File: config.mk
export PLATFORM = sky130hd
export DESIGN_NAME = cmac_in_rt
export DESIGN_NICKNAME = d
export VERILOG_FILES = /design/src/rtl/cmac_pkg.sv /design/src/rtl/cmac_in_rt.sv
export SDC_FILE = /design/constraint.sdc
export NUM_CORES = 1
export LEC_CHECK = 0
export ABC_AREA = 1
export BUFFER_PORTS_ARGS = -buffer_cell sky130_fd_sc_hd__clkbuf_2
export CORE_MARGIN = 3
export CORE_UTILIZATION = 36
export DETAILED_ROUTE_END_ITERATION = 16
export MAX_ROUTING_LAYER = met4
export SYNTH_ARGS = -nofsm -noshare
export SYNTH_HDL_FRONTEND = slang
export SYNTH_SLANG_ARGS = --single-unit
File: constraint.sdc
create_clock -name nvdla_core_clk -period 3.3 [get_ports nvdla_core_clk]
set_input_delay 0.33 -clock nvdla_core_clk [delete_from_list [all_inputs] [get_ports nvdla_core_clk]]
set_output_delay 0.33 -clock nvdla_core_clk [all_outputs]
set_load 0.02 [all_outputs]
File: src/rtl/cmac_pkg.sv
// cmac package
// sizes, pipeline latencies, stripe-info fields, register map and the
// packed bus types shared by the convolution MAC core
package cmac_pkg;

  // ==========================================================================
  // sizes
  // ==========================================================================
  localparam int CMAC_ATOMC          = 8;
  localparam int CMAC_ATOMK_HALF     = 4;
  localparam int CMAC_BYTE_WIDTH     = 8;
  // signed 8x8 product
  localparam int CMAC_PROD_WIDTH     = 16;
  // product width plus log2(ATOMC) bits of adder-tree growth
  localparam int CMAC_RESULT_WIDTH   = 19;
  localparam int CMAC_PD_WIDTH       = 9;
  localparam int CMAC_KIDX_WIDTH     = $clog2(CMAC_ATOMK_HALF);
  localparam int CMAC_DONE_CNT_WIDTH = 16;
  localparam int APB_ADDR_WIDTH      = 12;
  localparam int APB_DATA_WIDTH      = 32;

  // pipeline latencies in core clock cycles
  localparam int CMAC_IN_RT_LATENCY  = 2;
  localparam int CMAC_MAC_LATENCY    = 2;
  localparam int CMAC_OUT_RT_LATENCY = 2;

  // stripe-info word, bits 5:0 are a tag carried through untouched
  localparam int PKT_STRIPE_ST_FIELD  = 6;
  localparam int PKT_STRIPE_END_FIELD = 7;
  localparam int PKT_LAYER_END_FIELD  = 8;

  // ==========================================================================
  // vector types
  // ==========================================================================
  typedef logic signed [CMAC_BYTE_WIDTH-1:0]   cmac_byte_t;
  typedef logic signed [CMAC_PROD_WIDTH-1:0]   cmac_prod_t;
  typedef logic signed [CMAC_RESULT_WIDTH-1:0] cmac_result_t;
  typedef logic [CMAC_ATOMK_HALF-1:0]          cmac_mask_t;
  typedef logic [CMAC_PD_WIDTH-1:0]            cmac_pd_t;
  typedef logic [CMAC_KIDX_WIDTH-1:0]          cmac_kidx_t;
  typedef logic [APB_ADDR_WIDTH-1:0]           apb_addr_t;
  typedef logic [APB_DATA_WIDTH-1:0]           apb_data_t;

  // register map
  localparam apb_addr_t REG_OP_EN_ADDR     = 12'h000;
  localparam apb_addr_t REG_KERNEL_EN_ADDR = 12'h004;
  localparam apb_addr_t REG_DONE_CNT_ADDR  = 12'h008;

  // ==========================================================================
  // packed bundles
  // ==========================================================================
  // activation packet
  typedef struct packed {
    logic                         valid;
    cmac_pd_t                     pd;
    cmac_byte_t [CMAC_ATOMC-1:0]  data;
  } cmac_dat_t;

  // weight-load atom for one kernel
  typedef struct packed {
    logic                         valid;
    cmac_kidx_t                   kidx;
    cmac_byte_t [CMAC_ATOMC-1:0]  data;
  } cmac_wt_t;

  // partial sums towards the accumulator
  typedef struct packed {
    logic                              valid;
    cmac_mask_t                        mask;
    cmac_pd_t                          pd;
    cmac_result_t [CMAC_ATOMK_HALF-1:0] data;
  } cmac_out_t;

  typedef struct packed {
    logic      psel;
    logic      penable;
    logic      pwrite;
    apb_addr_t paddr;
    apb_data_t pwdata;
  } apb_req_t;

  typedef struct packed {
    apb_data_t prdata;
    logic      pready;
    logic      pslverr;
  } apb_rsp_t;

endpackage

File: src/rtl/cmac_in_rt.sv
// cmac input retiming
// delays activation and weight-load packets by CMAC_IN_RT_LATENCY stages,
// activations are dropped at the first stage while op enable is low
module cmac_in_rt
  import cmac_pkg::*;
(
  input  logic      nvdla_core_clk,
  input  logic      reset,
  input  logic      op_en,
  input  cmac_dat_t dat_in,
  input  cmac_wt_t  wt_in,
  output cmac_dat_t dat_rt,
  output cmac_wt_t  wt_rt
);

  cmac_dat_t dat_gated;
  cmac_dat_t dat_pipe [CMAC_IN_RT_LATENCY];
  cmac_wt_t  wt_pipe  [CMAC_IN_RT_LATENCY];

  // drop activations when the core is not enabled
  always_comb begin
    dat_gated       = dat_in;
    dat_gated.valid = dat_in.valid & op_en;
  end

  // ==========================================================================
  // retiming stages
  // ==========================================================================
  for (genvar i = 0; i < CMAC_IN_RT_LATENCY; i++) begin : g_stage
    cmac_dat_t dat_d;
    cmac_wt_t  wt_d;

    // stage input, either the port or the previous stage
    if (i == 0) begin : g_head
      assign dat_d = dat_gated;
      assign wt_d  = wt_in;
    end else begin : g_body
      assign dat_d = dat_pipe[i-1];
      assign wt_d  = wt_pipe[i-1];
    end

    // valid is reset, payload only moves with a valid packet
    always_ff @(posedge nvdla_core_clk) begin
      if (reset) begin
        dat_pipe[i].valid <= 1'b0;
      end else begin
        dat_pipe[i].valid <= dat_d.valid;
      end
      if (dat_d.valid) begin
        dat_pipe[i].pd   <= dat_d.pd;
        dat_pipe[i].data <= dat_d.data;
      end
    end

    always_ff @(posedge nvdla_core_clk) begin
      if (reset) begin
        wt_pipe[i].valid <= 1'b0;
      end else begin
        wt_pipe[i].valid <= wt_d.valid;
      end
      if (wt_d.valid) begin
        wt_pipe[i].kidx <= wt_d.kidx;
        wt_pipe[i].data <= wt_d.data;
      end
    end
  end

  assign dat_rt = dat_pipe[CMAC_IN_RT_LATENCY-1];
  assign wt_rt  = wt_pipe[CMAC_IN_RT_LATENCY-1];

endmodule

After elaboration in Yosys (flattened, before gate mapping):

Memory sizes are Yosys's and may differ from the RTL's.
Cells that the tools add are included.

* memories kept: 2
* output and inout bits: 141
* bits in writable memories: 282
* register bits after elaboration: 0
* bits of input ports: 144
* word-level logic and storage cells: 22

* multiplexer cells: 15
* bitwise operators: 5

Memory list
* dat_pipe: words 2, width 74, rd ports 2, clocked after Yosys merged registers in 0, write ports 2, RTL line cmac_in_rt.sv:17 `cmac_dat_t dat_pipe [CMAC_IN_RT_LATENCY];`
* wt_pipe: words 2, width 67, rd ports 2, clocked after Yosys merged registers in 0, write ports 2, RTL line cmac_in_rt.sv:18 `cmac_wt_t wt_pipe [CMAC_IN_RT_LATENCY];`

Operators by type and width (number)
* $mux W1: 15
* $or A1 B1 Y1: 4
* $and A1 B1 Y1: 1

Longest topological paths before layout:

* word-level depth: 3
* gate-level depth with buffers: 2
* depth with buffers taken out: 2

Least setup slack after synthesis:

No wires, ideal clock.

* path kind: register to register
* start: memory dat_pipe[0][73] (netlist name)
* end: memory dat_pipe[1][0] (netlist name) (enable)
* setup time: 0.438 ns
* clock period less this slack: 2.321 ns
* buffers on the path: 0
* cell stages (with the launch flop): 1
* required time: 2.862 ns
* setup slack: 0.979 ns
* data arrival time: 1.883 ns
* path through: dfxtp_1

RTL lines (RTL line)
* start: declaration: cmac_in_rt.sv:17

==> flow_metrics.tcl <==
set metrics [dict create \
    synth_warnings 0 \
    finClkSkew_ns 0.0140 \
    crit_slowest_cell "buf_4" \
    crit_chain "buf_4" \
    vias 4572 \
    core_region_area_um2 22800 \
    htree_levels 1 \
    ys_types 5 \
    synth-adder-area-share_pct 0 \
    hold_viol 0 \
    multi_input_area_um2 18.8 \
    endpoint_kind "flop" \
    r2r_slack_ns 1.81 \
    dp_hpwl_mm 11.3 \
    worstPathArrival_ns 1.65 \
    yosys-top-cells-count "278 x edfxtp_1, 4 x dfxtp_1, 4 x inv_1, 4 x nor2_1, 1 x nand2_1" \
    gr-total-overflow 0 \
    clkSinkCount 282 \
    die_area_um2 25400 \
    firstDrtPassIters 4 \
    yosysTopAreaCellShare_pct 98.7 \
    grt_max_degree 75 \
    dp_cells 892 \
    post-route-min-period_ns 1.49 \
    min-delay-start "dat_in[24]" \
    synth_edf_count 278 \
    first_iter_violations 242 \
    crit_start "wt_pipe[0][66]$_SDFF_PP0_" \
    syn-cell-area_um2 8460 \
    peakVddDrop_mv 0.459 \
    synth-compound-area-share_pct 0 \
    netlist_instances 291 \
    cpPeakStageDelay_ns 0.61 \
    regArea_um2 8430 \
    syn_avg_cell_area_um2 29.1 \
    antenna_found_initial 0 \
    slew_headroom_pct 35.8 \
    start_kind "flop" \
    setup_tns_ns 0 \
    fillers 1724 \
    drc_errors 0 \
    post-cts-setup-buffer-count 0 \
    timing.final.crit_share_pct 45.1 \
    gp_congestion 0.772 \
    synth_seq_cells 282 \
    io_pins 285 \
    start_util_pct 37.0 \
    synthMuxAreaShare_pct 0 \
    track_usage_pct 14.9 \
    synth-simple-area-share_pct 0.222 \
    rows 55 \
    clk_latency_ns 0.53 \
    setup_viol 0 \
    wire_per_inst_um 17.2 \
    via_per_inst 4.23 \
    worstHoldPathType "in -> reg" \
    status "complete, no violations" \
    root_buffer "clkbuf_16" \
    final_nets 891 \
    fin_ws_ns 1.81 \
    async_reset_ff_share_pct 0 \
    tightest_slew_ns 0.963 \
    synth.area.top_cells "edfxtp_1 99%, dfxtp_1 0.95%, inv_1 0.18%" \
    fin_util_pct 55.7 \
    yosysTopAreaCell "edfxtp_1" \
    synth_flop_cell "edfxtp_1" \
    antenna_cells 0 \
    port-buffer-count 284 \
    grt_first_pass_wirelength_mm 28.9 \
    ctsResizeCount 0 \
    antenna_left 0 \
    rsz0062_at_grt "false" \
    die_w_um 159 \
    maxSlewViolCount 0 \
    required_ns 3.46 \
    yosysSeqAreaShare_pct 99.6 \
    synth_top_family_by_area "simple AND/OR/NAND/NOR gates" \
    p_leak_nw 4.96 \
    synth.most_common_cell "edfxtp_1" \
    syn-num-nets 435 \
    die-height_um 159 \
    synthXorXnorAreaFrac_pct 0 \
    power_w 0.00823 \
    grt_pass1_vias 5152 \
    crit_buf_inv 1 \
    drive_above_1_share_pct 43.8 \
    power.density_nw_per_um2 647 \
    crit_path_max_fanout 57 \
    area_growth_pct 50.3 \
    drv_cap 0 \
    cts_buffers 28 \
    fmax_mhz 671 \
    cts.clk_slew.worst_paths_ns 0.06 \
    stdcell_count 1081 \
    crit_family "buffers and inverters" \
    routed_wl_mm 18.6 \
    r2r_start "wt_pipe[0][66]$_SDFF_PP0_" \
    cts_tree "done" \
    worst-setup-path-type "reg -> reg" \
    clock_path_buffers 3 \
    pre_cts_slack_ns 1.70 \
]
## per-stage QoR
| step | instance area (um2) | hold slack, ns |
|---|---|---|
| finish | 12700 | 0.0308 |
| global route | 12700 | 0.000912 |
| CTS | 12700 | 0.00360 |
| detailed placement | 10300 | 0.405 |
| global placement | 10300 | 0.400 |
| floorplan | 8460 | 0.400 |
## cell families (layout without fill, tap and decap cells)
kind of cell | count (synthesis) | in the layout
buf+inv | 4 | 481
flops | 282 | 282
simple gates | 5 | 5
## cell usage in the layout, fill, tap and decap left out, types with 2 or more instances in the layout
cell / count
inv_1: 3
dlygate4sd3_1: 138
dfxtp_1: 2
clkbuf_16: 29
clkbuf_8: 3
edfxtp_1: 278
bufinv_16: 6
nor2_1: 4
clkinv_1: 5
clkbuf_2: 283
clkinv_2: 5
buf_4: 3
## repair_timing
action                                 CTS  global route
setup endpoints to repair                0             0
hold buffers                           138             0
endpoints found under the hold margin  140             0
## final cells by class
class,instances,area share (%)
Multi-Input combinational cell,5,0.148
Tap cell,313,3.08
Inverter,4,0.118
Sequential cell,282,66.3
Timing Repair Buffer,426,22.4
Clock inverter,18,1.89
Clock buffer,33,6.06
## metal layers
metal	vias to the layer above	share of wire, %	track usage [%]
met4	0	1.7	3.82
met1	2188	41	18.5
li1	2088	-	-
met2	268	47	23.8
met3	28	10	5.12
met5	-	0	-
## final timing paths
path	endpoint	cells past startpoint
worst max-delay path	wt_pipe[1][16]$_DFFE_PP_	1
worst min-delay path	dat_pipe[0][24]$_DFFE_PP_	1
worst max register to register	wt_pipe[1][16]$_DFFE_PP_	1
worst min register to register	dat_pipe[1][67]$_DFFE_PP_	0
## state kept, by name (all words and copies together) (netlist names)
name      cells
dat_pipe    148
wt_pipe     134
## report_power, final
| part | total, W | internal (W) | switching [W] |
|---|---|---|---|
| Clock | 0.00341 | 0.00213 | 0.00128 |
| Sequential | 0.00430 | 0.00421 | 0.0000840 |
| Combinational | 0.000525 | 0.000235 | 0.000290 |
Power figures use the tool's default switching activity.
