===== src/rtl/cmac_pkg.sv =====
// cmac package
// sizes, pipeline latencies, stripe-info fields, register map and the
// packed bus types shared by the convolution MAC core
package cmac_pkg;

  // ==========================================================================
  // sizes
  // ==========================================================================
  localparam int CMAC_ATOMC          = 8;
  localparam int CMAC_ATOMK_HALF     = 4;
  localparam int CMAC_BYTE_WIDTH     = 8;
  // signed 8x8 product
  localparam int CMAC_PROD_WIDTH     = 16;
  // product width plus log2(ATOMC) bits of adder-tree growth
  localparam int CMAC_RESULT_WIDTH   = 19;
  localparam int CMAC_PD_WIDTH       = 9;
  localparam int CMAC_KIDX_WIDTH     = $clog2(CMAC_ATOMK_HALF);
  localparam int CMAC_DONE_CNT_WIDTH = 16;
  localparam int APB_ADDR_WIDTH      = 12;
  localparam int APB_DATA_WIDTH      = 32;

  // pipeline latencies in core clock cycles
  localparam int CMAC_IN_RT_LATENCY  = 2;
  localparam int CMAC_MAC_LATENCY    = 2;
  localparam int CMAC_OUT_RT_LATENCY = 2;

  // stripe-info word, bits 5:0 are a tag carried through untouched
  localparam int PKT_STRIPE_ST_FIELD  = 6;
  localparam int PKT_STRIPE_END_FIELD = 7;
  localparam int PKT_LAYER_END_FIELD  = 8;

  // ==========================================================================
  // vector types
  // ==========================================================================
  typedef logic signed [CMAC_BYTE_WIDTH-1:0]   cmac_byte_t;
  typedef logic signed [CMAC_PROD_WIDTH-1:0]   cmac_prod_t;
  typedef logic signed [CMAC_RESULT_WIDTH-1:0] cmac_result_t;
  typedef logic [CMAC_ATOMK_HALF-1:0]          cmac_mask_t;
  typedef logic [CMAC_PD_WIDTH-1:0]            cmac_pd_t;
  typedef logic [CMAC_KIDX_WIDTH-1:0]          cmac_kidx_t;
  typedef logic [APB_ADDR_WIDTH-1:0]           apb_addr_t;
  typedef logic [APB_DATA_WIDTH-1:0]           apb_data_t;

  // register map
  localparam apb_addr_t REG_OP_EN_ADDR     = 12'h000;
  localparam apb_addr_t REG_KERNEL_EN_ADDR = 12'h004;
  localparam apb_addr_t REG_DONE_CNT_ADDR  = 12'h008;

  // ==========================================================================
  // packed bundles
  // ==========================================================================
  // activation packet
  typedef struct packed {
    logic                         valid;
    cmac_pd_t                     pd;
    cmac_byte_t [CMAC_ATOMC-1:0]  data;
  } cmac_dat_t;

  // weight-load atom for one kernel
  typedef struct packed {
    logic                         valid;
    cmac_kidx_t                   kidx;
    cmac_byte_t [CMAC_ATOMC-1:0]  data;
  } cmac_wt_t;

  // partial sums towards the accumulator
  typedef struct packed {
    logic                              valid;
    cmac_mask_t                        mask;
    cmac_pd_t                          pd;
    cmac_result_t [CMAC_ATOMK_HALF-1:0] data;
  } cmac_out_t;

  typedef struct packed {
    logic      psel;
    logic      penable;
    logic      pwrite;
    apb_addr_t paddr;
    apb_data_t pwdata;
  } apb_req_t;

  typedef struct packed {
    apb_data_t prdata;
    logic      pready;
    logic      pslverr;
  } apb_rsp_t;

endpackage


===== src/rtl/cmac_out_rt.sv =====
// cmac output retiming
// delays valid, mask, stripe info and partial sums towards the accumulator
// and raises the layer-done pulse one cycle after the last output
module cmac_out_rt
  import cmac_pkg::*;
(
  input  logic      nvdla_core_clk,
  input  logic      reset,
  input  cmac_out_t mac_out,
  output cmac_out_t mac2accu,
  output logic      dp2reg_done
);

  cmac_out_t                    out_pipe [CMAC_OUT_RT_LATENCY];
  logic                         layer_done;
  logic [CMAC_OUT_RT_LATENCY:0] done_q;

  // ==========================================================================
  // data retiming
  // ==========================================================================
  for (genvar i = 0; i < CMAC_OUT_RT_LATENCY; i++) begin : g_stage
    cmac_out_t out_d;

    if (i == 0) begin : g_head
      assign out_d = mac_out;
    end else begin : g_body
      assign out_d = out_pipe[i-1];
    end

    always_ff @(posedge nvdla_core_clk) begin
      if (reset) begin
        out_pipe[i].valid <= 1'b0;
        out_pipe[i].mask  <= '0;
        out_pipe[i].pd    <= '0;
      end else begin
        out_pipe[i].valid <= out_d.valid;
        out_pipe[i].mask  <= out_d.mask;
        // stripe info holds between packets
        if (out_d.valid) begin
          out_pipe[i].pd <= out_d.pd;
        end
      end
      // result lanes carry no reset and load per mask bit
      for (int k = 0; k < CMAC_ATOMK_HALF; k++) begin
        if (out_d.mask[k]) begin
          out_pipe[i].data[k] <= out_d.data[k];
        end
      end
    end
  end

  assign mac2accu = out_pipe[CMAC_OUT_RT_LATENCY-1];

  // ==========================================================================
  // layer done
  // ==========================================================================
  // last packet of a layer closes both the stripe and the layer
  assign layer_done = mac_out.valid &
                      mac_out.pd[PKT_LAYER_END_FIELD] &
                      mac_out.pd[PKT_STRIPE_END_FIELD];

  // one stage longer than the data path
  always_ff @(posedge nvdla_core_clk) begin
    if (reset) begin
      done_q <= '0;
    end else begin
      done_q <= {done_q[CMAC_OUT_RT_LATENCY-1:0], layer_done};
    end
  end

  assign dp2reg_done = done_q[CMAC_OUT_RT_LATENCY];

endmodule


===== config.mk =====
export PLATFORM = sky130hd
export DESIGN_NAME = cmac_out_rt
export DESIGN_NICKNAME = d
export VERILOG_FILES = /design/src/rtl/cmac_pkg.sv /design/src/rtl/cmac_out_rt.sv
export SDC_FILE = /design/constraint.sdc
export NUM_CORES = 1
export LEC_CHECK = 0
export BUFFER_PORTS_ARGS = -buffer_cell sky130_fd_sc_hd__buf_2
export CAP_MARGIN = 20
export CORE_ASPECT_RATIO = 0.9
export CORE_UTILIZATION = 53
export CTS_CLUSTER_DIAMETER = 30
export DETAILED_ROUTE_END_ITERATION = 6
export GPL_ROUTABILITY_DRIVEN = 0
export PLACE_DENSITY_LB_ADDON = 0.08
export SYNTH_ARGS = -nofsm -noshare
export SYNTH_HDL_FRONTEND = slang
export SYNTH_SLANG_ARGS = --single-unit

===== constraint.sdc =====
create_clock -name nvdla_core_clk -period 2.5 [get_ports nvdla_core_clk]
set_clock_uncertainty 0.05 [all_clocks]
set_input_delay 0.625 -clock nvdla_core_clk [delete_from_list [all_inputs] [get_ports nvdla_core_clk]]
set_output_delay 0.625 -clock nvdla_core_clk [all_outputs]
set_load 0.02 [all_outputs]

### After elaboration in Yosys (flattened, before gate mapping)

Memories as Yosys holds them, arrays and structs flattened.
Cells that the tools add are included.

| storage, ports and cells | value |
|---|---|
| logic and storage cells | 41 |
| register bits after elaboration | 3 |
| output and inout port bits | 91 |
| memories kept | 1 |
| bits in writable memories | 180 |

| operators by class | value |
|---|---|
| bitwise operators | 8 |
| muxes and demuxes | 31 |

Memory list:

| memory | words | width | read ports | clocked after Yosys merged registers in | write ports | RTL line | text |
|---|---|---|---|---|---|---|---|
| out_pipe | 2 | 90 | 2 | 0 | 2 | cmac_out_rt.sv:14 | `cmac_out_t out_pipe [CMAC_OUT_RT_LATENCY];` |

Operator list:

| kind | number |
|---|---|
| $mux 1 | 27 |
| $mux 9 | 2 |
| $mux 4 | 2 |
| $or 1x1->1 | 6 |
| $and 1x1->1 | 2 |

### Depth between registers and ports, before layout

An unclocked memory read counts as a cell.

| depth | value |
|---|---|
| depth after elaboration | 5 |
| gate-level depth with buffers | 2 |
| depth with buffers taken out | 1 |

### Worst setup path before layout

OpenSTA, ideal clock, no wires.

| timing | value |
|---|---|
| kind | input port to flip-flop |
| start point | input port reset |
| end point | memory out_pipe[1][76] (netlist bit) (enable) |
| arrival | 1,067 ps |
| stages on the path | 2 |
| setup slack | 1,095 ps |
| setup time | 288 ps |
| required time | 2,162 ps |
| path through | buf_6 > or2_1 |

RTL lines:

| element | RTL line | text |
|---|---|---|
| start: declaration | cmac_out_rt.sv:8 | `input logic reset,` |
| end: declaration | cmac_out_rt.sv:14 |  |

==> metrics.md <==
| Metric | Value |
|---|---|
| Gate Count Post-Synth | 221 |
| NetSw | 1.38 mW |
| Netlist cell types | 8 |
| Number of flops mapped to enable cells by yosys | 170 |
| Slew Viols, Final | 0 |
| Kind of critical path | reg2out |
| Slowest-stage cell, CP | edfxtp_1 |
| Final WS setup | 0.849 ns |
| Leak | 2.93 nW |
| Routed vias | 2637 |
| Buffers & Inverters on Critical Path | 1 |
| Post-Route WL | 8630 µm |
| Vias in the first global route | 2566 |
| Comb pwr share | 0.056 |
| Via/cell ratio | 4.71 |
| Max Root-Sink Buffers | 2 |
| Flop pwr share | 0.572 |
| Fmax | 606 MHz |
| Endpoints failing setup | 0 |
| Post-CTS Setup Bufs | 0 |
| Syn nets | 313 |
| Status | finished, violations left |
| CP top delay family | flip-flops |
| Worst Hold Class | in2reg |
| Clk sinks | 183 |
| Fin nets | 510 |
| Clock power share | 0.372 |
| Crit path required time | 1.82 ns |
| Unrepaired setup endpoints after global routing | no |
| Rows | 35 |
| Syn avg cell area | 25.6 µm² |
| Skew-Pair Late Insertion Delay | 0.41 ns |
| Total track usage | 0.165 |
| CTS root buf | clkbuf_16 |
| Tmin final | 1.65 ns |
| Main synth FF type | edfxtp_1 |
| Fin crit share | 0.660 |
| Startpoint Class | flip-flop |
| Top-count cell post-synth | edfxtp_1 |
| Area contributors post-synth | edfxtp_1 90%, dfxtp_1 4.6%, and3b_1 2.8% |
| Internal reg-to-reg setup slack | 1.21 ns |
| Antenna Cells | 0 |
| Yosys top cell area share | 0.902 |
| Slowest cell delay on critical path | 0.39 ns |
| Violated checks | DRC |
| Die Height | 100 µm |
| CTS resizes | 0 |
| Synth warn | 0 |
| Core box area | 10300 µm² |
| Switching Share | 0.215 |
| Initial antenna violation count | 0 |
| DRT Pass-1 Iters | 6 |
| Count of final hold-check violations | 0 |
| Post-synth top area cell | edfxtp_1 |
| # H-tree levels | 4 |
| Sequential area share after synthesis | 0.948 |
| Max cap viols | 0 |
| Power density over cell area | 887 nW/µm² |
| Setup TNS Final | 0 ns |
| WL per Instance | 15.4 µm |
| Slew headroom | 0.442 |
| Synth Register Bits | 183 |
| Number of port buffers | 182 |
| CTS tree | yes |
| Die ar. | 11100 µm² |
| Die width | 111 µm |
| # DRC | 24 |
| # fillers | 675 |
| DP Worst Slack | 0.913 ns |
| Commonest cells post-synth | 170 x edfxtp_1, 18 x and3b_1, 13 x dfxtp_1 |
| First-pass GRT wire length | 13100 µm |
| DP HPWL | 6040 µm |
| Boundary Pins | 183 |
| Post-route cell area | 7240 µm² |
| Initial detailed-routing violation count | 238 |
| Placed instance count | 528 |
| Hold Buf Count CTS | 0 |
| CP Max Fanout | 1 |
| Area added between synthesis and finish | 27.9% |
| Antenna-violating nets left | 0 |
| CP arrival | 0.98 ns |
| Critical-path cell list | buf_2 |
| Initial core utilization | 0.548 |
| Mapped Area | 5660 µm² |
| Share of layout cells above drive strength 1 | 0.494 |
| GR Overflow Total | 0 |
| Peak supply drop | 0.566 mV |
| Critical path endpoint category | primary output |
| Worst Tran Pin Value | 0.835 ns |
| Reg clk slew, reported paths | 0.07 ns |
| Fin util | 0.701 |
| Largest net degree at the start of global routing | 22 |
| Total internal power | 5.04 mW |
| Placed Area | 6700 µm² |
| Layout Cells excl Fill | 560 |
| CTS buffer count | 17 |
| Asr flop ratio synth | 0 |
==> cell type report <==
class                      count  area [µm²]  area share
clock buffer                  20         447      0.0617
clock inverter                12        95.1      0.0131
multi-input combinational     33         255      0.0352
tap                          129         161      0.0223
timing repair buffer         183         918       0.127
sequential                   183        5370       0.741
==> kinds of logic (layout without fill, tap and decap cells) <==
kind of cell | Yosys count | count (layout) | share of synthesized area
buffers and inverters | 5 | 215 | 0.00729
AND/OR/NAND/NOR | 33 | 33 | 0.0451
flip-flops | 183 | 183 | 0.948
==> cell usage in the layout (no fill, tap or decap) <==
cell	Yosys	final
or2_1	2	2
clkinv_4	0	3
buf_4	0	1
clkinvlp_4	0	1
nor2b_1	12	12
clkbuf_16	0	17
inv_6	0	4
dfxtp_1	13	13
clkinv_2	0	3
buf_2	0	182
inv_8	0	1
edfxtp_1	170	170
and3b_1	18	18
and4b_1	1	1
clkbuf_8	0	1
clkbuf_1	2	2
==> stage by stage <==
stage / power, mW / hold WS (ns)
global placement: 4.08 / 0.350
detailed placement: 4.10 / 0.355
CTS: 6.48 / 0.316
global route: 6.65 / 0.308
floorplan: 3.89 / 0.350
finish: 6.42 / 0.336
==> power groups by stage <==
stage               logic (mW)  registers [mW]  clock network, mW
global placement         0.355            3.73                  0
CTS                      0.362            3.68               2.44
floorplan               0.0306            3.86                  0
finish                   0.357            3.67               2.39
global route             0.379            3.69               2.58
detailed placement       0.361            3.74                  0
==> routing by layer <==
metal,routed length [µm],GRT usage,vias up
li1,-,-,1262
met1,3370,0.186,1246
met2,4260,0.266,119
met3,873,0.0864,10
met4,132,0.0695,0
met5,0,0,-
==> flip-flops by register name, indices dropped and copies added, names as in the netlist <==
register / flops
out_pipe: 180
done_q: 3
==> final timing paths <==
kind / to / cells after the start / from
hold / removal: out_pipe[0][75]$_DFFE_PP_ / 1 / mac_out[75]
setup reg to reg: out_pipe[1][57]$_DFFE_PP_ / 0 / out_pipe[0][88]$_SDFF_PP0_
setup / recovery: mac2accu[20] / 1 / out_pipe[1][20]$_DFFE_PP_
hold reg to reg: out_pipe[1][28]$_DFFE_PP_ / 0 / out_pipe[0][28]$_DFFE_PP_
Power figures use the tool's default switching activity.
