--- config.mk ---
export PLATFORM = sky130hd
export DESIGN_NAME = cmac_cfg_regs
export DESIGN_NICKNAME = d
export VERILOG_FILES = /design/src/rtl/cmac_pkg.sv /design/src/rtl/cmac_cfg_regs.sv
export SDC_FILE = /design/constraint.sdc
export NUM_CORES = 1
export LEC_CHECK = 0
export BUFFER_PORTS_ARGS = -buffer_cell sky130_fd_sc_hd__buf_2
export CORE_MARGIN = 4
export CORE_UTILIZATION = 47
export CTS_BUF_LIST = sky130_fd_sc_hd__clkbuf_4
export DETAILED_ROUTE_END_ITERATION = 10
export PLACE_DENSITY = 0.88
export SLEW_MARGIN = 10
export SYNTH_ARGS = -nofsm -noshare
export SYNTH_HDL_FRONTEND = slang
export SYNTH_SLANG_ARGS = --single-unit
--- constraint.sdc ---
create_clock -name nvdla_core_clk -period 2.5 [get_ports nvdla_core_clk]
set_input_delay 0 -clock nvdla_core_clk [delete_from_list [all_inputs] [get_ports nvdla_core_clk]]
set_output_delay 0 -clock nvdla_core_clk [all_outputs]
set_load 0.02 [all_outputs]
--- src/rtl/cmac_pkg.sv ---
// cmac package
// sizes, pipeline latencies, stripe-info fields, register map and the
// packed bus types shared by the convolution MAC core
package cmac_pkg;

  // ==========================================================================
  // sizes
  // ==========================================================================
  localparam int CMAC_ATOMC          = 8;
  localparam int CMAC_ATOMK_HALF     = 4;
  localparam int CMAC_BYTE_WIDTH     = 8;
  // signed 8x8 product
  localparam int CMAC_PROD_WIDTH     = 16;
  // product width plus log2(ATOMC) bits of adder-tree growth
  localparam int CMAC_RESULT_WIDTH   = 19;
  localparam int CMAC_PD_WIDTH       = 9;
  localparam int CMAC_KIDX_WIDTH     = $clog2(CMAC_ATOMK_HALF);
  localparam int CMAC_DONE_CNT_WIDTH = 16;
  localparam int APB_ADDR_WIDTH      = 12;
  localparam int APB_DATA_WIDTH      = 32;

  // pipeline latencies in core clock cycles
  localparam int CMAC_IN_RT_LATENCY  = 2;
  localparam int CMAC_MAC_LATENCY    = 2;
  localparam int CMAC_OUT_RT_LATENCY = 2;

  // stripe-info word, bits 5:0 are a tag carried through untouched
  localparam int PKT_STRIPE_ST_FIELD  = 6;
  localparam int PKT_STRIPE_END_FIELD = 7;
  localparam int PKT_LAYER_END_FIELD  = 8;

  // ==========================================================================
  // vector types
  // ==========================================================================
  typedef logic signed [CMAC_BYTE_WIDTH-1:0]   cmac_byte_t;
  typedef logic signed [CMAC_PROD_WIDTH-1:0]   cmac_prod_t;
  typedef logic signed [CMAC_RESULT_WIDTH-1:0] cmac_result_t;
  typedef logic [CMAC_ATOMK_HALF-1:0]          cmac_mask_t;
  typedef logic [CMAC_PD_WIDTH-1:0]            cmac_pd_t;
  typedef logic [CMAC_KIDX_WIDTH-1:0]          cmac_kidx_t;
  typedef logic [APB_ADDR_WIDTH-1:0]           apb_addr_t;
  typedef logic [APB_DATA_WIDTH-1:0]           apb_data_t;

  // register map
  localparam apb_addr_t REG_OP_EN_ADDR     = 12'h000;
  localparam apb_addr_t REG_KERNEL_EN_ADDR = 12'h004;
  localparam apb_addr_t REG_DONE_CNT_ADDR  = 12'h008;

  // ==========================================================================
  // packed bundles
  // ==========================================================================
  // activation packet
  typedef struct packed {
    logic                         valid;
    cmac_pd_t                     pd;
    cmac_byte_t [CMAC_ATOMC-1:0]  data;
  } cmac_dat_t;

  // weight-load atom for one kernel
  typedef struct packed {
    logic                         valid;
    cmac_kidx_t                   kidx;
    cmac_byte_t [CMAC_ATOMC-1:0]  data;
  } cmac_wt_t;

  // partial sums towards the accumulator
  typedef struct packed {
    logic                              valid;
    cmac_mask_t                        mask;
    cmac_pd_t                          pd;
    cmac_result_t [CMAC_ATOMK_HALF-1:0] data;
  } cmac_out_t;

  typedef struct packed {
    logic      psel;
    logic      penable;
    logic      pwrite;
    apb_addr_t paddr;
    apb_data_t pwdata;
  } apb_req_t;

  typedef struct packed {
    apb_data_t prdata;
    logic      pready;
    logic      pslverr;
  } apb_rsp_t;

endpackage

--- src/rtl/cmac_cfg_regs.sv ---
// cmac configuration registers
// APB slave with the operation enable, the kernel enable mask and a
// read-only count of layer-done pulses
module cmac_cfg_regs
  import cmac_pkg::*;
(
  input  logic       nvdla_core_clk,
  input  logic       reset,
  input  apb_req_t   apb_req,
  output apb_rsp_t   apb_rsp,
  input  logic       dp2reg_done,
  output logic       op_en,
  output cmac_mask_t kernel_en
);

  // bus phase tracker
  typedef enum logic [1:0] {
    APB_IDLE,
    APB_SETUP,
    APB_ACCESS
  } apb_state_e;

  apb_state_e                     state;
  apb_state_e                     state_nxt;
  logic                           access_cyc;
  logic                           addr_hit;
  logic                           wr_en;
  apb_data_t                      rd_data;
  logic [CMAC_DONE_CNT_WIDTH-1:0] done_cnt;

  // ==========================================================================
  // APB phase FSM
  // ==========================================================================
  always_comb begin
    state_nxt = APB_IDLE;
    if (apb_req.psel && !apb_req.penable) begin
      state_nxt = APB_SETUP;
    end else if (apb_req.psel && apb_req.penable && state == APB_SETUP) begin
      state_nxt = APB_ACCESS;
    end
  end

  always_ff @(posedge nvdla_core_clk) begin
    if (reset) begin
      state <= APB_IDLE;
    end else begin
      state <= state_nxt;
    end
  end

  // access cycle only right after a setup cycle
  assign access_cyc = (state == APB_SETUP) & apb_req.psel & apb_req.penable;

  // address decode and read mux
  always_comb begin
    addr_hit = 1'b1;
    rd_data  = '0;
    case (apb_req.paddr)
      REG_OP_EN_ADDR:     rd_data[0] = op_en;
      REG_KERNEL_EN_ADDR: rd_data[CMAC_ATOMK_HALF-1:0] = kernel_en;
      REG_DONE_CNT_ADDR:  rd_data[CMAC_DONE_CNT_WIDTH-1:0] = done_cnt;
      default:            addr_hit = 1'b0;
    endcase
  end

  assign wr_en = access_cyc & apb_req.pwrite & addr_hit;

  // no wait states, error only on an unmapped access
  always_comb begin
    apb_rsp.prdata  = (access_cyc && !apb_req.pwrite) ? rd_data : '0;
    apb_rsp.pready  = 1'b1;
    apb_rsp.pslverr = access_cyc & ~addr_hit;
  end

  // ==========================================================================
  // register state
  // ==========================================================================
  always_ff @(posedge nvdla_core_clk) begin
    if (reset) begin
      op_en     <= 1'b0;
      kernel_en <= '0;
      done_cnt  <= '0;
    end else begin
      // layer done ends the operation
      if (dp2reg_done) begin
        op_en <= 1'b0;
      end else if (wr_en && apb_req.paddr == REG_OP_EN_ADDR) begin
        op_en <= apb_req.pwdata[0];
      end
      if (wr_en && apb_req.paddr == REG_KERNEL_EN_ADDR) begin
        kernel_en <= apb_req.pwdata[CMAC_ATOMK_HALF-1:0];
      end
      // done count is read only, writes to it fall through
      if (dp2reg_done) begin
        done_cnt <= done_cnt + 1'b1;
      end
    end
  end

endmodule

=== Word-level counts from Yosys, hierarchy flattened ===
Index checks and enable logic that the tools add are counted.

* Input bits: 50
* Logic and storage cells: 34
* Output and inout bits: 39
* Bits in registers: 23

* Reductions and logical operators: 12
* Eq/ne operators: 3
* Muxes and demuxes: 7
* Add/sub/neg operators: 1
* Bitwise gates (word level): 6

{| class="wikitable"
|+ Operators with widths
! kind !! number
|-
| 16-bit by 1-bit adder with 16-bit output (second input constant) || 1
|-
| 16-bit two-way mux || 1
|-
| 12-bit by 3-bit == test with 1-bit output (second input constant) || 1
|-
| 12-bit by 4-bit == test with 1-bit output (second input constant) || 1
|-
| 12-bit logical NOT || 1
|-
| 12-bit two-way mux || 1
|-
| 1-bit logical AND || 6
|-
| 3-bit case mux with 2 select lines || 1
|-
| 1-bit bitwise AND || 5
|-
| 2-bit OR reduction || 2
|-
| 1-bit case mux with 3 select lines || 1
|-
| 3-bit OR reduction || 1
|-
| 2-bit by 1-bit == test with 1-bit output (second input constant) || 1
|-
| 1-bit logical NOT || 2
|-
| 1-bit two-way mux || 2
|-
| 2-bit two-way mux || 1
|-
| 1-bit NOT || 1
|}

=== Logic depth before layout (Yosys ltp) ===
Gate-level depths: netlist (run 1).

* Depth after elaboration: 6
* Depth in mapped cells: 6
* Gate-level depth less buffers: 5

=== Least setup slack after synthesis (run 1) ===
OpenSTA, ideal clock, no wires.

* Path kind: in2out
* Start point: in apb_req[39] in the netlist's numbering
* End point: out apb_rsp[2] in the netlist's numbering
* Setup slack: 0.806 ns
* Arrival: 1.694 ns
* Required time: 2.500 ns
* Stages: 4
* Path buffers: 0
* Cells stage by stage: or4_4 or4b_4 or2_1 nor2_1

{| class="wikitable"
|+ RTL lines
! what !! line !! source
|-
| start, declared || cmac_cfg_regs.sv:9 || <nowiki>input apb_req_t apb_req,</nowiki>
|-
| end, declared || cmac_cfg_regs.sv:10 || <nowiki>output apb_rsp_t apb_rsp,</nowiki>
|}

==> results of run 1 <==
==> metrics by stage <==
step	instances	utilization [%]	cell area [µm²]	worst slack, ns	total power, W
2_1_floorplan	181	-	1440	0.806	0.000452
3_3_place_gp	231	55.1	1530	0.509	0.000455
3_5_place_dp	231	55.1	1530	0.484	0.000456
4_1_cts	241	58.3	1620	0.297	0.000635
5_1_grt	241	58.3	1620	0.169	0.000658
6_report	241	58.3	1620	0.310	0.000632
==> worst max-delay path, cell delays in order, from the launching register on <==
cell      delay (ns)
dfxtp_1         0.32
nand4b_1        0.21
or4b_4          0.58
nor3b_4         0.38
and2_1          0.21
buf_2           0.17
==> power breakdown <==
part | switching [W] | internal (W) | total [W]
Clock | 0.000116 | 0.0000610 | 0.000177
Combinational | 0.0000490 | 0.0000309 | 0.0000799
Sequential | 0.00000474 | 0.000371 | 0.000376
==> logic make-up after synthesis <==
logic type                 count (synthesis)
and+or+nand+nor                           83
buffers and inverters                     25
AOI/OAI and AO/OA                         15
adders and majority gates                  1
other                                      2
DFF                                       23
xor gates and xnor gates                  10
muxes                                      7
==> state kept, by name (all words and copies together), names as in the netlist <==
name and cells:
done_cnt 16, kernel_en 4, state 2, op_en 1
==> per-layer routing <==
layer	up-vias	global-route usage, %	wire, µm
met2	42	24.5	1350
met1	526	16.9	1100
met4	0	7.43	62
li1	615	-	-
met3	6	3.24	231
met5	-	0	0
==> path summary, 6_finish.rpt <==
kind / startpoint / to / depth (start not counted)
min reg2reg: kernel_en[3] / kernel_en[3] / 2
min: apb_req[46] / state[1] / 3
max reg2reg: state[1] / op_en / 4
max: state[1] / apb_rsp[6] / 5
==> cells in the mapped netlist (2+ instances only) <==
cell	n	area [µm²]
a22oi_1	3	22.5
nand4_1	5	31.3
and3_1	2	12.5
nand3_1	4	20.0
xnor2_1	2	17.5
a21oi_1	6	30.0
or3_1	4	25.0
nor2b_1	2	12.5
nand2_1	9	33.8
o21ai_1	4	20.0
and2_1	15	93.8
nand2b_1	8	50.1
buf_4	17	128
dfxtp_1	23	460
nor2_1	20	75.1
mux2i_1	7	70.1
and4_1	4	35.0
clkbuf_1	6	22.5
xor2_1	8	70.1
conb_1	2	7.51
==> area by class of cell <==
class                   count  area share [%]
well taps                  31            2.39
clock buffers               3            1.39
flip-flops and latches     23            28.4
inverters                   1           0.231
multi-input cells         133            50.2
repair buffers             49            17.0
clock inverters             1           0.463
==> impl_metrics.py, run 1 <==
metrics = {
    "run_status": {
        "status": "finished clean",
    },
    "clock_tree": {
        "clock_latency_ns": 0.32,
        "root_buffer": "clkbuf_4",
        "cts.path.max_buffers": 2,
        "cts_buffers": 3,
        "ctsResizeCount": 0,
        "clk_pin_slew_worst_paths_ns": 0.14,
        "cts_tree": "yes",
        "cts_setup_buffers": 0,
        "clock_sinks": 23,
        "hold_buffers": 6,
        "cts_max_level": 1,
    },
    "yosys": {
        "synth_top_family_by_area": "simple AND/OR/NAND/NOR gates",
        "yosys_warnings": 0,
        "yosys.area_share.simple_pct": 35.9,
        "yosys.area_share.adder_pct": 0.904,
        "yosysUniqueCellTypes": 35,
        "async_flop_share_pct": 0,
        "syn_area_per_cell_um2": 8.34,
        "synth_compound_area_share_pct": 6.06,
        "ys_ff_latch": 23,
        "synth_edf_count": 0,
        "postSynthCellCount": 166,
        "synth_flop_cell": "dfxtp_1",
        "syn_area_mm2": 0.00138,
        "synthMuxAreaShare_pct": 5.06,
        "ys_seq_area_share_pct": 33.3,
        "synth-xor-area-share_pct": 6.33,
    },
    "die": {
        "num_rows": 19,
        "start_util_pct": 49.8,
        "die_y_um": 62.3,
        "core_area_mm2": 0.00278,
        "dieWidth_um": 62.3,
        "die_area_mm2": 0.00388,
        "io_pins": 89,
    },
    "setup_path": {
        "rrSetupSlack_ns": 0.83,
        "critPathLaunchType": "flop",
        "critical_path_required_ns": 2.50,
        "crit_arrival_ns": 2.19,
        "worstSetupEndpointType": "primary output",
        "path_max_fanout": 12,
        "worst-setup-path-type": "reg2out",
    },
    "hold_path": {
        "hold_path_class": "in2reg",
    },
    "power_and_ir_drop": {
        "power.leakage_nw": 0.710,
        "peakVddDrop_uv": 312,
        "power_density_mw_per_mm2": 390,
    },
    "routing": {
        "dr.pass1.iters": 4,
        "vias": 1189,
        "vias_per_cell": 4.93,
        "drc": 0,
        "wire_per_inst_um": 11.4,
        "drt_iter0_drc": 20,
        "postRouteWirelength_mm": 2.74,
        "final_antenna_net_count": 0,
    },
    "global_route": {
        "first_global_vias": 1118,
        "grt_max_degree": 28,
        "grt_pass1_wl_mm": 4.80,
        "grt-ovfl-total": 0,
        "grt_usage_pct": 14.5,
        "antenna_found_initial": 0,
    },
    "cells_and_area": {
        "final_common_cell": "buf_2",
        "multiInputGateArea_um2": 815,
        "areaGrowthSynthToFinish_pct": 17.3,
        "antenna_cells": 0,
        "seq_area_um2": 460,
        "drive_above_1_share_pct": 24.8,
        "nFillCells": 243,
        "mostFrequentLayoutCells": "43 x buf_2, 23 x dfxtp_1, 20 x nor2_1",
        "nets": 262,
    },
    "timing": {
        "fin_skew_ns": 0.0122,
        "finalCritPeriodShare_pct": 87.6,
        "rsz0062_at_grt": "false",
        "holdWs_ns": 0.00763,
        "setup_tns_ns": 0,
        "hold_viol": 0,
        "fmax_ghz": 0.457,
        "setup_viol": 0,
        "final.min_clock_period_ns": 2.19,
        "slew_violations": 0,
    },
    "run": {
        "cap_violations": 0,
    },
    "place": {
        "place_congestion": 0.803,
        "portBuffers": 43,
        "dp_hpwl_mm": 2.08,
    },
}
No activity file was read; power rests on OpenSTA's default activity.
==> run 2: changes to the inputs <==
--- a/config.mk
+++ b/config.mk
@@ -11,6 +11,7 @@
 export CTS_BUF_LIST = sky130_fd_sc_hd__clkbuf_4
 export DETAILED_ROUTE_END_ITERATION = 10
 export PLACE_DENSITY = 0.88
+export RECOVER_POWER = 25
 export SLEW_MARGIN = 10
 export SYNTH_ARGS = -nofsm -noshare
 export SYNTH_HDL_FRONTEND = slang
==> run 2 against run 1 <==
Against the previous run: worst setup slack gained 0.0047 ns; cell area decreased by 0.54%; largest cell class unchanged; flip-flop and latch count unchanged; core utilization fell by 0.31 points; power down 0.24%; hold slack improved by 0.0025 ns; cell count is the same; largest power group unchanged; critical endpoint unchanged; global-route usage unchanged; critical path depth stayed put; clock-buffer cell count unchanged; combinational power barely moved.
==> impl_metrics.py, run 2 (synthesis results as in run 1) <==
metrics = {
    "die": {
        "io_pins": 89,
        "die_y_um": 62.3,
        "die_area_mm2": 0.00388,
        "num_rows": 19,
        "dieWidth_um": 62.3,
        "core_area_mm2": 0.00278,
        "start_util_pct": 49.8,
    },
    "timing": {
        "setup_viol": 0,
        "setup_tns_ns": 0,
        "holdWs_ns": 0.0101,
        "fin_skew_ns": 0.0103,
        "rsz0062_at_grt": "false",
        "final.min_clock_period_ns": 2.19,
        "slew_violations": 0,
        "hold_viol": 0,
        "finalCritPeriodShare_pct": 87.4,
        "fmax_ghz": 0.458,
    },
    "run": {
        "cap_violations": 0,
    },
    "setup_path": {
        "worstSetupEndpointType": "primary output",
        "worstSetupStartpoint": "state[1]",
        "reg2regPathDepth": 4,
        "rrSetupSlack_ns": 0.83,
        "critPathLaunchType": "flop",
        "worst-setup-path-type": "reg2out",
        "path_max_fanout": 12,
        "critical_path_required_ns": 2.50,
        "timing.rr.end": "op_en",
        "cp_cell_sequence": "nand4b_1 > or4b_4 > nor3b_4 > and2_1 > buf_2",
        "critical_path_buf_inv_count": 1,
        "reg2reg_from": "state[1]",
        "path_delay_family": "simple AND/OR/NAND/NOR gates",
        "max_stage_delay_ns": 0.58,
        "crit_arrival_ns": 2.19,
        "crit_slowest_cell": "or4b_4",
    },
    "clock_tree": {
        "cts_buffers": 3,
        "cts_max_level": 1,
        "cts.path.max_buffers": 2,
        "clk_pin_slew_worst_paths_ns": 0.14,
        "cts_setup_buffers": 0,
        "clock_latency_ns": 0.31,
        "cts_tree": "yes",
        "root_buffer": "clkbuf_4",
        "clock_sinks": 23,
    },
    "hold_path": {
        "hold_end": "state[1]",
        "min_from": "apb_req[46]",
        "min_path_cells": 3,
        "hold_path_class": "in2reg",
    },
    "global_route": {
        "antenna_found_initial": 0,
        "grt_pass1_wl_mm": 4.80,
        "grt-ovfl-total": 0,
        "grt_max_degree": 28,
        "first_global_vias": 1118,
        "grt_usage_pct": 14.5,
    },
    "place": {
        "dp_hpwl_mm": 2.08,
        "place_congestion": 0.803,
        "portBuffers": 43,
    },
    "cells_and_area": {
        "seq_area_um2": 460,
        "drive_above_1_share_pct": 21.4,
        "mostFrequentLayoutCells": "36 x buf_2, 23 x dfxtp_1, 20 x nor2_1",
        "top_regs": "done_cnt x16, kernel_en x4, state x2",
        "multiInputGateArea_um2": 815,
        "top_register": "done_cnt",
        "areaGrowthSynthToFinish_pct": 16.6,
        "antenna_cells": 0,
        "largest_register_ffs": 16,
        "nets": 262,
        "final_common_cell": "buf_2",
        "nFillCells": 244,
    },
    "run_status": {
        "status": "finished clean",
    },
    "power_and_ir_drop": {
        "sw_frac_of_total_pct": 26.7,
        "power_w": 0.000631,
        "p_comb_share_pct": 12.6,
        "p_int_w": 0.000462,
        "peakVddDrop_uv": 309,
        "power.leakage_nw": 0.681,
        "switchingPower_w": 0.000168,
        "power_density_mw_per_mm2": 391,
        "seqPwrFrac_pct": 59.5,
        "p_clk_share_pct": 27.8,
    },
    "routing": {
        "dr.pass1.iters": 4,
        "final_antenna_net_count": 0,
        "postRouteWirelength_mm": 2.74,
        "vias_per_cell": 4.99,
        "drt_iter0_drc": 19,
        "vias": 1203,
        "drc": 0,
        "wire_per_inst_um": 11.4,
    },
}
==> run 2: cell types whose count changed in the layout (fill, tap and decap cells not counted), sizes merged <==
cell,previous run,this run
clkbuf,3,10
buf,43,36
==> run 2: repair_timing <==
item                                   CTS  global route
resized for setup                        0             0
endpoints found under the hold margin    6             0
hold buffers                             6             0
==> run 2: how the worst max path moves through the flow <==
stage / end / cells after the start / slack, ns
2_1_floorplan: apb_rsp[2] / 4 / 0.81
6_report: apb_rsp[6] / 5 / 0.31
5_1_grt: apb_rsp[6] / 5 / 0.17
4_1_cts: apb_rsp[6] / 5 / 0.30
3_5_place_dp: apb_rsp[6] / 6 / 0.48
3_3_place_gp: apb_rsp[6] / 6 / 0.51
==> run 2: layout make-up <==
| class | instances | share of cell area (%) |
|---|---|---|
| well taps | 31 | 2.40 |
| flip-flops and latches | 23 | 28.5 |
| clock inverters | 1 | 0.465 |
| clock buffers | 3 | 1.40 |
| inverters | 1 | 0.233 |
| multi-input cells | 133 | 50.5 |
| repair buffers | 49 | 16.5 |
==> run 2: power by group through the flow <==
stage / sequential, W / combinational (W) / clock, W
6_report: 0.000376 / 0.0000796 / 0.000176
5_1_grt: 0.000377 / 0.0000879 / 0.000193
4_1_cts: 0.000376 / 0.0000797 / 0.000180
3_5_place_dp: 0.000384 / 0.0000726 / 0
3_3_place_gp: 0.000384 / 0.0000710 / 0
2_1_floorplan: 0.000383 / 0.0000691 / 0
==> run 2: worst reg2reg max path: stages, from the launching register on <==
cell and delay, ns:
dfxtp_1 0.32, nand4b_1 0.21, or4b_4 0.58, nor4b_2 0.30, mux2i_1 0.21
==> run 2: per-layer routing <==
metal  routed length [µm]  GRT usage (%)
met1                 1070           16.9
met2                 1350           24.5
met3                  256           3.24
met4                   62           7.43
met5                    0              0
==> run 2: per-stage QoR <==
stage,util [%],cell area [µm²],instances,setup WS (ns)
2_1_floorplan,-,1440,181,0.806
3_3_place_gp,55.1,1530,231,0.509
3_5_place_dp,55.1,1530,231,0.484
4_1_cts,58.3,1620,241,0.297
5_1_grt,58.0,1610,241,0.169
6_report,58.0,1610,241,0.315
